==> src/mulPkg.sv <==
/*
  shared definitions for the multiply unit, ARM multiply encodings only
  bits 27:24 and 7:4 mark a multiply, bits 27:22 then split short from long
  flags vector runs N Z C V from the msb down, cvIn is {C, V}
*/
package mulPkg;

  // datapath widths
  localparam int wordW     = 32;
  localparam int regIdxW   = 4;
  localparam int condW     = 4;
  localparam int flagsW    = 4;
  localparam int multCtrlW = 2;

  // pass control bits, signed above high
  localparam int ctrlSigned = 1;
  localparam int ctrlHigh   = 0;

  // positions inside the flags vector
  localparam int flagN = 3;
  localparam int flagZ = 2;
  localparam int flagC = 1;
  localparam int flagV = 0;

  // any multiply: bits 27:24 clear, bits 7:4 = 1001
  localparam logic [wordW-1:0] mulFixedMask  = 32'h0F0000F0;
  localparam logic [wordW-1:0] mulFixedValue = 32'h00000090;
  // upper fixed field of each form
  localparam logic [5:0] mulShortTag = 6'b000000;
  localparam logic [4:0] mulLongTag  = 5'b00001;

  // sequencer state codes
  localparam logic [1:0] stIdle = 2'd0;
  localparam logic [1:0] stLow  = 2'd1;
  localparam logic [1:0] stHigh = 2'd2;
  localparam logic [1:0] stDone = 2'd3;

  // MUL / MLA layout
  typedef struct packed {
    logic [condW-1:0]   cond;
    logic [5:0]         fixedHi;
    logic               accumulate;
    logic               setFlags;
    logic [regIdxW-1:0] rd;
    logic [regIdxW-1:0] rn;
    logic [regIdxW-1:0] rs;
    logic [3:0]         fixedLo;
    logic [regIdxW-1:0] rm;
  } mulShort_s;

  // UMULL / SMULL / UMLAL / SMLAL layout
  // signedOp is the U bit, set means signed
  typedef struct packed {
    logic [condW-1:0]   cond;
    logic [4:0]         fixedHi;
    logic               signedOp;
    logic               accumulate;
    logic               setFlags;
    logic [regIdxW-1:0] rdHi;
    logic [regIdxW-1:0] rdLo;
    logic [regIdxW-1:0] rs;
    logic [3:0]         fixedLo;
    logic [regIdxW-1:0] rm;
  } mulLong_s;

  // one word, read either way
  typedef union packed {
    mulShort_s shortForm;
    mulLong_s  longForm;
  } mulInstr_u;

endpackage

==> src/mulSequencer.sv <==
/*
  four-phase req/ack sequencer for the multiplier, one or two passes
  inputs must stay stable while req is high, outputs hold while ack is high
  illegal words get zero results, zero destinations and flagWrite low
*/
module mulSequencer
  import mulPkg::*;
(
  input  logic                 clk,
  input  logic                 arstN,
  input  logic                 req,
  input  mulInstr_u            instr,
  input  logic [wordW-1:0]     rmVal,
  input  logic [wordW-1:0]     rsVal,
  input  logic [wordW-1:0]     accLo,
  input  logic [wordW-1:0]     accHi,
  input  logic [1:0]           cvIn,
  input  logic [wordW-1:0]     result,
  input  logic [flagsW-1:0]    flags,
  input  logic                 carryHidden,
  output logic                 ack,
  output logic [wordW-1:0]     a,
  output logic [wordW-1:0]     b,
  output logic [wordW-1:0]     addend,
  output logic                 carryIn,
  output logic [multCtrlW-1:0] multControl,
  output logic                 zFlagKept,
  output logic [wordW-1:0]     resLo,
  output logic [wordW-1:0]     resHi,
  output logic [regIdxW-1:0]   destLo,
  output logic [regIdxW-1:0]   destHi,
  output logic [flagsW-1:0]    flagOut,
  output logic                 flagWrite,
  output logic                 isLong,
  output logic                 illegal
);

  logic [1:0]       state;
  logic             start;
  logic             carryKept;

  // operands captured at req
  mulInstr_u        instrQ;
  logic [wordW-1:0] rmQ;
  logic [wordW-1:0] rsQ;
  logic [wordW-1:0] accLoQ;
  logic [wordW-1:0] accHiQ;

  // decode of the latched word
  logic             wordIsMul;
  logic             wordIsShort;
  logic             wordIsLong;
  logic             legal;
  logic             longOp;
  logic             accOp;
  logic             setOp;
  logic             signedOp;
  logic [flagsW-1:0] cvOnly;

  assign start = (state == stIdle) && req;

  assign wordIsMul   = (instrQ & mulFixedMask) == mulFixedValue;
  assign wordIsShort = instrQ.shortForm.fixedHi == mulShortTag;
  assign wordIsLong  = instrQ.longForm.fixedHi == mulLongTag;
  assign legal       = wordIsMul && (wordIsShort || wordIsLong);
  assign longOp      = legal && wordIsLong;

  // A and S sit at the same bits in both forms
  assign accOp    = instrQ.shortForm.accumulate;
  assign setOp    = instrQ.shortForm.setFlags;
  assign signedOp = longOp && instrQ.longForm.signedOp;

  // flags for a rejected word, C and V still passed through
  always_comb begin
    cvOnly        = '0;
    cvOnly[flagC] = cvIn[1];
    cvOnly[flagV] = cvIn[0];
  end

  // multiplier drive, Rd = Rm * Rs
  assign a = rmQ;
  assign b = rsQ;

  always_comb begin
    multControl             = '0;
    multControl[ctrlSigned] = signedOp;
    multControl[ctrlHigh]   = (state == stHigh);
  end

  // accLo carries Rn for MLA and RdLo for the long accumulates
  always_comb begin
    if (!accOp) begin
      addend = '0;
    end else if (state == stHigh) begin
      addend = accHiQ;
    end else begin
      addend = accLoQ;
    end
  end

  // low pass carry only feeds the high half
  assign carryIn = (state == stHigh) && carryKept;

  // operand latch, taken once per request
  always_ff @(posedge clk) begin
    if (start) begin
      instrQ <= instr;
      rmQ    <= rmVal;
      rsQ    <= rsVal;
      accLoQ <= accLo;
      accHiQ <= accHi;
    end
  end

  // handshake and pass stepping
  always_ff @(posedge clk or negedge arstN) begin
    if (!arstN) begin
      state <= stIdle;
      ack   <= 1'b0;
    end else begin
      case (state)
        stIdle: begin
          if (req) begin
            state <= stLow;
          end
        end
        stLow: begin
          state <= longOp ? stHigh : stDone;
        end
        stHigh: begin
          state <= stDone;
        end
        default: begin
          // one edge after the last pass, then wait for req to fall
          if (!ack) begin
            ack <= 1'b1;
          end else if (!req) begin
            ack   <= 1'b0;
            state <= stIdle;
          end
        end
      endcase
    end
  end

  // pass results and status, only written in the pass states
  always_ff @(posedge clk or negedge arstN) begin
    if (!arstN) begin
      resLo     <= '0;
      resHi     <= '0;
      destLo    <= '0;
      destHi    <= '0;
      flagOut   <= '0;
      flagWrite <= 1'b0;
      isLong    <= 1'b0;
      illegal   <= 1'b0;
      zFlagKept <= 1'b0;
      carryKept <= 1'b0;
    end else if (state == stLow) begin
      isLong    <= longOp;
      illegal   <= !legal;
      flagWrite <= legal && setOp;
      // kept for the high pass
      zFlagKept <= flags[flagZ];
      carryKept <= carryHidden;
      if (!legal) begin
        resLo   <= '0;
        resHi   <= '0;
        destLo  <= '0;
        destHi  <= '0;
        flagOut <= cvOnly;
      end else if (longOp) begin
        resLo  <= result;
        destLo <= instrQ.longForm.rdLo;
        destHi <= instrQ.longForm.rdHi;
      end else begin
        resLo   <= result;
        resHi   <= '0;
        destLo  <= instrQ.shortForm.rd;
        destHi  <= '0;
        flagOut <= flags;
      end
    end else if (state == stHigh) begin
      // N and Z of the high pass cover the full 64-bit value
      resHi   <= result;
      flagOut <= flags;
    end
  end

endmodule

==> config.mk <==
export PLATFORM = sky130hd
export DESIGN_NAME = mulSequencer
export DESIGN_NICKNAME = d
export VERILOG_FILES = /design/src/mulPkg.sv /design/src/mulSequencer.sv
export SDC_FILE = /design/constraint.sdc
export NUM_CORES = 1
export LEC_CHECK = 0
export BUFFER_PORTS_ARGS = -buffer_cell sky130_fd_sc_hd__buf_4
export CAP_MARGIN = 15
export CORE_AREA = 2 2 149 151
export CTS_CLUSTER_SIZE = 10
export DETAILED_ROUTE_END_ITERATION = 8
export DIE_AREA = 0 0 151 153
export GPL_ROUTABILITY_DRIVEN = 0
export PLACE_DENSITY = 0.72
export SYNTH_ARGS = -nofsm -noshare
export SYNTH_HDL_FRONTEND = slang
export SYNTH_SLANG_ARGS = --single-unit
==> constraint.sdc <==
create_clock -name clk -period 11.8 [get_ports clk]
set_input_delay 1.18 -clock clk [delete_from_list [all_inputs] [get_ports clk]]
set_output_delay 1.18 -clock clk [all_outputs]
set_load 0.03 [all_outputs]
==> reports/metrics.cfg, run 1 <==
[run_status]
status = complete, no violations

[grt]
grtUsageMet3_pct = 9.522
global_route.usage.met1_pct = 21.17
grt_use_total_pct = 19.21
first_global_vias = 5962
global_route.peak_usage_layer = met2
antenna_found_initial = 1
global_route.overflow_total = 0
first_pass_grt_wire_length_mm = 33.98
grt_start_max_net_pins = 88
use_met2_pct = 31.90

[timing]
fmax_mhz = 255.8
setup_slack_ns = 7.891
fin_tns_setup_ns = 0
max_slew.worst_pin.slew_ns = 1.131
finClkSkew_ns = 0.008185
finalWorstPathRequiredPeriod_ns = 3.909
unrepaired_setup_endpoints_after_global_routing = no
slew-limit-headroom_pct = 24.57
setup_viol_count_final = 0
timing.final.crit_share_pct = 33.13
slew_violations = 0
finalHoldViolations = 0

[route]
vias_per_cell = 4.823
ant_nets = 0
post_drt_wl_per_cell_microns = 19.30
drt-total-wl_mm = 22.99
dr.first_iter.drc_count = 186
dr_total_vias = 5744
post-route-drc-count = 0
drtPass1Iterations = 4

[floorplan]
fp.coreArea_sq_um = 21490
die-area_sq_um = 23100
floorplan.initialDensity_pct = 39.00
io-pin-count = 382
placementRows = 54
die_x_microns = 151
die-height_microns = 153

[worst_setup_path]
required_ns = 10.62
rr_startpoint = state[0]
path_common_cell = sky130_fd_sc_hd__buf_4
crit_path_start_kind = flop
cp_cell_sequence = inv_1 -> ha_2 -> buf_4 -> mux2i_1 -> nor2b_1 -> buf_4
critPathSlowestCell = sky130_fd_sc_hd__ha_2
critPathCaptureType = output port
startpoint = state[0]
worst-path-max-fanout = 20
worst-setup-path-type = reg -> out
timing.critical_path.arrival_ns = 2.73
worst_path_largest_cell_delay_ns = 0.63

[final_layout]
layout.nets = 1099
area_growth_pct = 46.29
post_layout_nonfiller_instances = 1191
mostFrequentLayoutCell = sky130_fd_sc_hd__buf_4
final_layout_size_suffix_gt1_share_pct = 46.15
most-common-layout-cells = sky130_fd_sc_hd__buf_4, sky130_fd_sc_hd__edfxtp_1, sky130_fd_sc_hd__dfrtp_1
final_cell_area_sq_um = 12260

[power]
leakage_nw = 5.400
vdd_drop_max_v = 0.0001506
pwr_cell_area_nw_per_um2 = 226.5

[logic_synthesis]
synthCells = 514
post_synth.cell_area_avg_sq_um = 16.30
synth-seq-area-share_pct = 78.12
mappedNetlistArea_sq_um = 8379
synthesis.nets = 720
synth.yosys.warnings = 0
yosys_reg_bits = 232
synth_cell_type_count = 33

[clocking]
clk_path_buf_depth = 3
clk_pin_slew_ns = 0.06
clock_tree_from_tritoncts = done
post_cts_hold_buffer_count = 0
clock_sinks = 232
clkLatencyLatePin_ns = 0.53
postCtsResizedCells = 0
post-cts-setup-buffers = 0
clock_tree.htree_level_count = 1
cts-root-buf = sky130_fd_sc_hd__clkbuf_16
tritoncts_buffer_count = 27

[place]
place_area_sq_um = 11430
dp_hpwl_mm = 16.36
placedCellCount = 1142
input_output_buffers = 369
preCtsSetupSlack_ns = 8.349

[min_path]
worstHoldPathType = reg -> reg
timing.hold.worst.start = instrQ[20]

[flow_run]
timing.max_cap.violations = 0

sequential cells by signal (all words and copies together) (netlist names), 2 cells and up:
| signal | flops |
|---|---|
| instrQ | 20 |
| destHi | 4 |
| resHi | 32 |
| state | 2 |
| a | 32 |
| accLoQ | 32 |
| flagOut | 4 |
| resLo | 32 |
| destLo | 4 |
| b | 32 |
| accHiQ | 32 |
routing by layer:
| layer | wire [microns] | vias up |
|---|---|---|
| li1 | - | 2638 |
| met1 | 7976 | 2766 |
| met2 | 11120 | 299 |
| met3 | 3219 | 41 |
| met4 | 673 | 0 |
| met5 | 0 | - |
critical path: cells and delay by family, from the launching register on:
family | cells | cell delay [ns]
adder cells (fa/ha/maj) | 1 | 0.63
buffers and inverters | 3 | 0.75
flip-flops | 1 | 0.41
multiplexers | 1 | 0.30
AND/OR/NAND/NOR | 1 | 0.08
final timing paths:
kind	cells past startpoint	slack (ns)	end
max	6	7.89	addend[17]
min	1	0.46	flagWrite
max reg2reg	5	8.89	accHiQ[29]
min reg2reg	1	0.46	flagWrite
max in group asynchronous	2	10.64	resHi[1]
min in group asynchronous	1	0.54	resHi[29]
Yosys cell counts:
| cell type | count | share of area (%) |
|---|---|---|
| sky130_fd_sc_hd__nand3_1 | 2 | 0.12 |
| sky130_fd_sc_hd__o21ai_0 | 27 | 1.6 |
| sky130_fd_sc_hd__edfxtp_1 | 148 | 53 |
| sky130_fd_sc_hd__inv_1 | 6 | 0.27 |
| sky130_fd_sc_hd__nand2b_1 | 1 | 0.075 |
| sky130_fd_sc_hd__buf_6 | 3 | 0.40 |
| sky130_fd_sc_hd__a21o_1 | 1 | 0.090 |
| sky130_fd_sc_hd__and3_1 | 2 | 0.15 |
| sky130_fd_sc_hd__buf_4 | 1 | 0.090 |
| sky130_fd_sc_hd__inv_2 | 1 | 0.045 |
| sky130_fd_sc_hd__a31oi_1 | 1 | 0.075 |
| sky130_fd_sc_hd__nor4bb_1 | 1 | 0.12 |
| sky130_fd_sc_hd__a41oi_1 | 1 | 0.10 |
| sky130_fd_sc_hd__and2_1 | 2 | 0.15 |
| sky130_fd_sc_hd__dfrtp_1 | 84 | 25 |
| sky130_fd_sc_hd__nand4bb_1 | 1 | 0.13 |
| sky130_fd_sc_hd__buf_2 | 4 | 0.24 |
| sky130_fd_sc_hd__a21oi_1 | 3 | 0.18 |
| sky130_fd_sc_hd__nor4_4 | 1 | 0.25 |
| sky130_fd_sc_hd__mux2_2 | 4 | 0.54 |
| sky130_fd_sc_hd__a22o_1 | 37 | 3.9 |
| sky130_fd_sc_hd__or4_4 | 2 | 0.27 |
| sky130_fd_sc_hd__o31ai_1 | 1 | 0.090 |
| sky130_fd_sc_hd__nor2_1 | 5 | 0.22 |
| sky130_fd_sc_hd__nand2_1 | 65 | 2.9 |
| sky130_fd_sc_hd__nor4_1 | 1 | 0.075 |
| sky130_fd_sc_hd__mux2i_1 | 39 | 4.7 |
| sky130_fd_sc_hd__o2bb2ai_1 | 4 | 0.42 |
| sky130_fd_sc_hd__clkbuf_1 | 19 | 0.85 |
| sky130_fd_sc_hd__ha_1 | 4 | 0.60 |
| sky130_fd_sc_hd__nor2b_1 | 34 | 2.5 |
| sky130_fd_sc_hd__o21ai_1 | 8 | 0.48 |
| sky130_fd_sc_hd__o31ai_4 | 1 | 0.25 |
metrics by stage:
| stage | hold WS (ns) | util [%] | total power, mW |
|---|---|---|---|
| after floorplan | 0.4428 | - | 1.688 |
| after global placement | 0.4517 | 53.18 | 2.026 |
| after detailed placement | 0.4563 | 53.18 | 2.045 |
| after CTS | 0.4670 | 56.78 | 2.796 |
| after global routing | 0.5024 | 57.05 | 2.914 |
| final | 0.4590 | 57.05 | 2.776 |
power by group:
| part | leakage, nW | switching, mW | total, mW | internal, mW |
|---|---|---|---|---|
| clock | 0.372 | 0.308 | 0.743 | 0.436 |
| sequential | 2.48 | 0.0629 | 1.11 | 1.05 |
| combinational | 2.55 | 0.597 | 0.924 | 0.327 |
logic make-up after synthesis:
kind of cell,Yosys count,share of synthesized area (%)
DFF,232,78.12
AOI/OAI and AO/OA,84,7.167
and+or+nand+nor,117,7.018
buffers and inverters,34,1.896
adders and majority gates,4,0.5973
muxes,43,5.196
cell type report:
type	count	area (sq um)
multi-input cells	248	1688
well taps	280	350.3
repair buffers	377	2870
fillers	1699	9228
clock inverters	2	13.76
inverters	7	26.28
clock buffers	44	760.7
diodes	1	2.502
flip-flops and latches	232	6546
Note: power is estimated with default switching activity, not from simulation.
==> run 2, diff against run 1 <==
clock period = 3.78 ns   (was 11.8 ns; I/O delays follow)
==> run 2 against run 1 <==
Compared with the run above:
- via count is 12% higher
- cell area up 10%
- power grew to 3.2 times the previous value
- clock-buffer cell count decreased by 1
- worst setup slack got worse by 6.9 ns
- sequential power grew to 3.1 times the previous value
- clock power grew to 3.1 times the previous value
- critical path type unchanged
- highest routed layer unchanged
==> reports/metrics.cfg, run 2 (same netlist as run 1, synthesis figures left out) <==
[grt]
global_route.overflow_total = 0
first_pass_grt_wire_length_mm = 39.32
antenna_found_initial = 2
first_global_vias = 6855
grt_start_max_net_pins = 75
grt_use_total_pct = 22.21

[power]
vdd_drop_max_v = 0.0004208
share_comb_of_total_power_pct = 34.3
internal_power_mw = 5.686
power_frac_seq_pct = 39.4
leakage_nw = 5.928
netSwitchingPower_mw = 3.118
power.share.switching_pct = 35.42
pwr_cell_area_nw_per_um2 = 651.0
power_frac_clock_pct = 26.3

[timing]
timing.final.crit_share_pct = 73.42
fin_tns_setup_ns = 0
finClkSkew_ns = 0.01087
slew-limit-headroom_pct = 34.51
finalHoldViolations = 0
unrepaired_setup_endpoints_after_global_routing = no
setup_viol_count_final = 0
slew_violations = 0
max_slew.worst_pin.slew_ns = 0.9823
finalWorstPathRequiredPeriod_ns = 2.775
fmax_mhz = 360.3

[final_layout]
area_growth_pct = 61.42
most-common-layout-cells = sky130_fd_sc_hd__buf_4, sky130_fd_sc_hd__edfxtp_1, sky130_fd_sc_hd__dlygate4sd3_1
post_layout_nonfiller_instances = 1322
mostFrequentLayoutCell = sky130_fd_sc_hd__buf_4
final_layout_size_suffix_gt1_share_pct = 40.48
layout.nets = 1230
final_cell_area_sq_um = 13530

[clocking]
tritoncts_buffer_count = 27
clk_path_buf_depth = 3
clock_sinks = 232
cts-root-buf = sky130_fd_sc_hd__clkbuf_16
clkLatencyLatePin_ns = 0.54
clock_tree_from_tritoncts = done
clock_tree.htree_level_count = 1
post-cts-setup-buffers = 0
clk_pin_slew_ns = 0.06

[worst_setup_path]
path_common_cell = sky130_fd_sc_hd__buf_4
timing.critical_path.arrival_ns = 2.40
critPathCaptureType = output port
worst-path-max-fanout = 37
required_ns = 3.40
cp_cell_sequence = inv_1 -> ha_2 -> buf_4 -> mux2i_1 -> nor2b_1 -> buf_4
crit_path_start_kind = flop
worst-setup-path-type = reg -> out
worst_path_largest_cell_delay_ns = 0.51
critPathSlowestCell = sky130_fd_sc_hd__buf_4
worst-r2r-cell-count = 7

[floorplan]
fp.coreArea_sq_um = 21490
die_x_microns = 151
placementRows = 54
die-height_microns = 153
die-area_sq_um = 23100
io-pin-count = 382
floorplan.initialDensity_pct = 39.00

[route]
dr_total_vias = 6451
vias_per_cell = 4.880
drt-total-wl_mm = 26.48
post-route-drc-count = 0
dr.first_iter.drc_count = 289
post_drt_wl_per_cell_microns = 20.03
drtPass1Iterations = 4
ant_nets = 0

[place]
placedCellCount = 1146
input_output_buffers = 369
dp_hpwl_mm = 16.49
place_area_sq_um = 11470

[run_status]
status = complete, no violations

[min_path]
hold_path_depth = 1
worstHoldPathType = in -> reg

[flow_run]
timing.max_cap.violations = 0

run 2: changes by cell type in the layout (fill, tap and decap cells not counted):
cell and delta:
sky130_fd_sc_hd__buf_12 +1, sky130_fd_sc_hd__buf_16 -2, sky130_fd_sc_hd__buf_4 +3, sky130_fd_sc_hd__clkbuf_16 -1, sky130_fd_sc_hd__diode_2 +1, sky130_fd_sc_hd__dlygate4sd3_1 +129, sky130_fd_sc_hd__inv_16 +1, sky130_fd_sc_hd__inv_6 -1
run 2: layout make-up:
type	instances	area [sq um]
repair buffers	508	4149
inverters	7	26.28
flip-flops and latches	232	6546
clock buffers	43	735.7
fillers	1528	7960
diodes	2	5.005
clock inverters	2	25.02
multi-input cells	248	1688
well taps	280	350.3
run 2: routing by layer:
| metal | vias up | global-route usage [%] | share of wire, % |
|---|---|---|---|
| met2 | 342 | 38.29 | 50 |
| met5 | - | 0 | 0 |
| met3 | 46 | 8.866 | 12 |
| li1 | 2915 | - | - |
| met1 | 3148 | 25.46 | 35 |
| met4 | 0 | 6.320 | 2.6 |
run 2: repair_timing:
action / CTS / global route
resized for setup: 0 / 0
hold buffers: 127 / 2
hold endpoints to repair: 193 / 2
run 2: final timing paths:
path,start,end,slack [ns]
worst max register to register,state[0],flagOut[2],1.56
min in group asynchronous,arstN,resLo[8],0.48
max in group asynchronous,arstN,isLong,2.51
worst min register to register,instrQ[20],flagWrite,0.46
worst max-delay path,state[0],addend[12],1.00
worst min-delay path,rsVal[16],b[16],0.02
run 2: critical path: cells and delay by family, from the launching register on:
| kind | cells | cell delay (ns) |
|---|---|---|
| buffers and inverters | 3 | 0.83 |
| adder cells (fa/ha/maj) | 1 | 0.18 |
| flip-flops | 1 | 0.39 |
| AND/OR/NAND/NOR | 1 | 0.22 |
| multiplexers | 1 | 0.20 |
run 2: metrics by stage:
stage                     hold WS, ns  utilization (%)  power [mW]  setup slack, ns
after detailed placement       0.4507            53.38       6.378            1.524
final                         0.01836            62.95       8.804            1.005
after CTS                 0.000009021            62.83       8.783            1.065
after floorplan               0.08241                -       5.239           0.5445
after global routing        -0.001036            62.95       9.207           0.8789
after global placement         0.4472            53.38       6.323            1.560
run 2: power groups by stage:
| stage | sequential, mW | clock (mW) | combinational, mW |
|---|---|---|---|
| final | 3.47 | 2.31 | 3.02 |
| after global routing | 3.52 | 2.46 | 3.23 |
| after CTS | 3.46 | 2.33 | 3.00 |
| after detailed placement | 3.50 | 0 | 2.88 |
| after global placement | 3.48 | 0 | 2.84 |
| after floorplan | 4.03 | 0 | 1.21 |
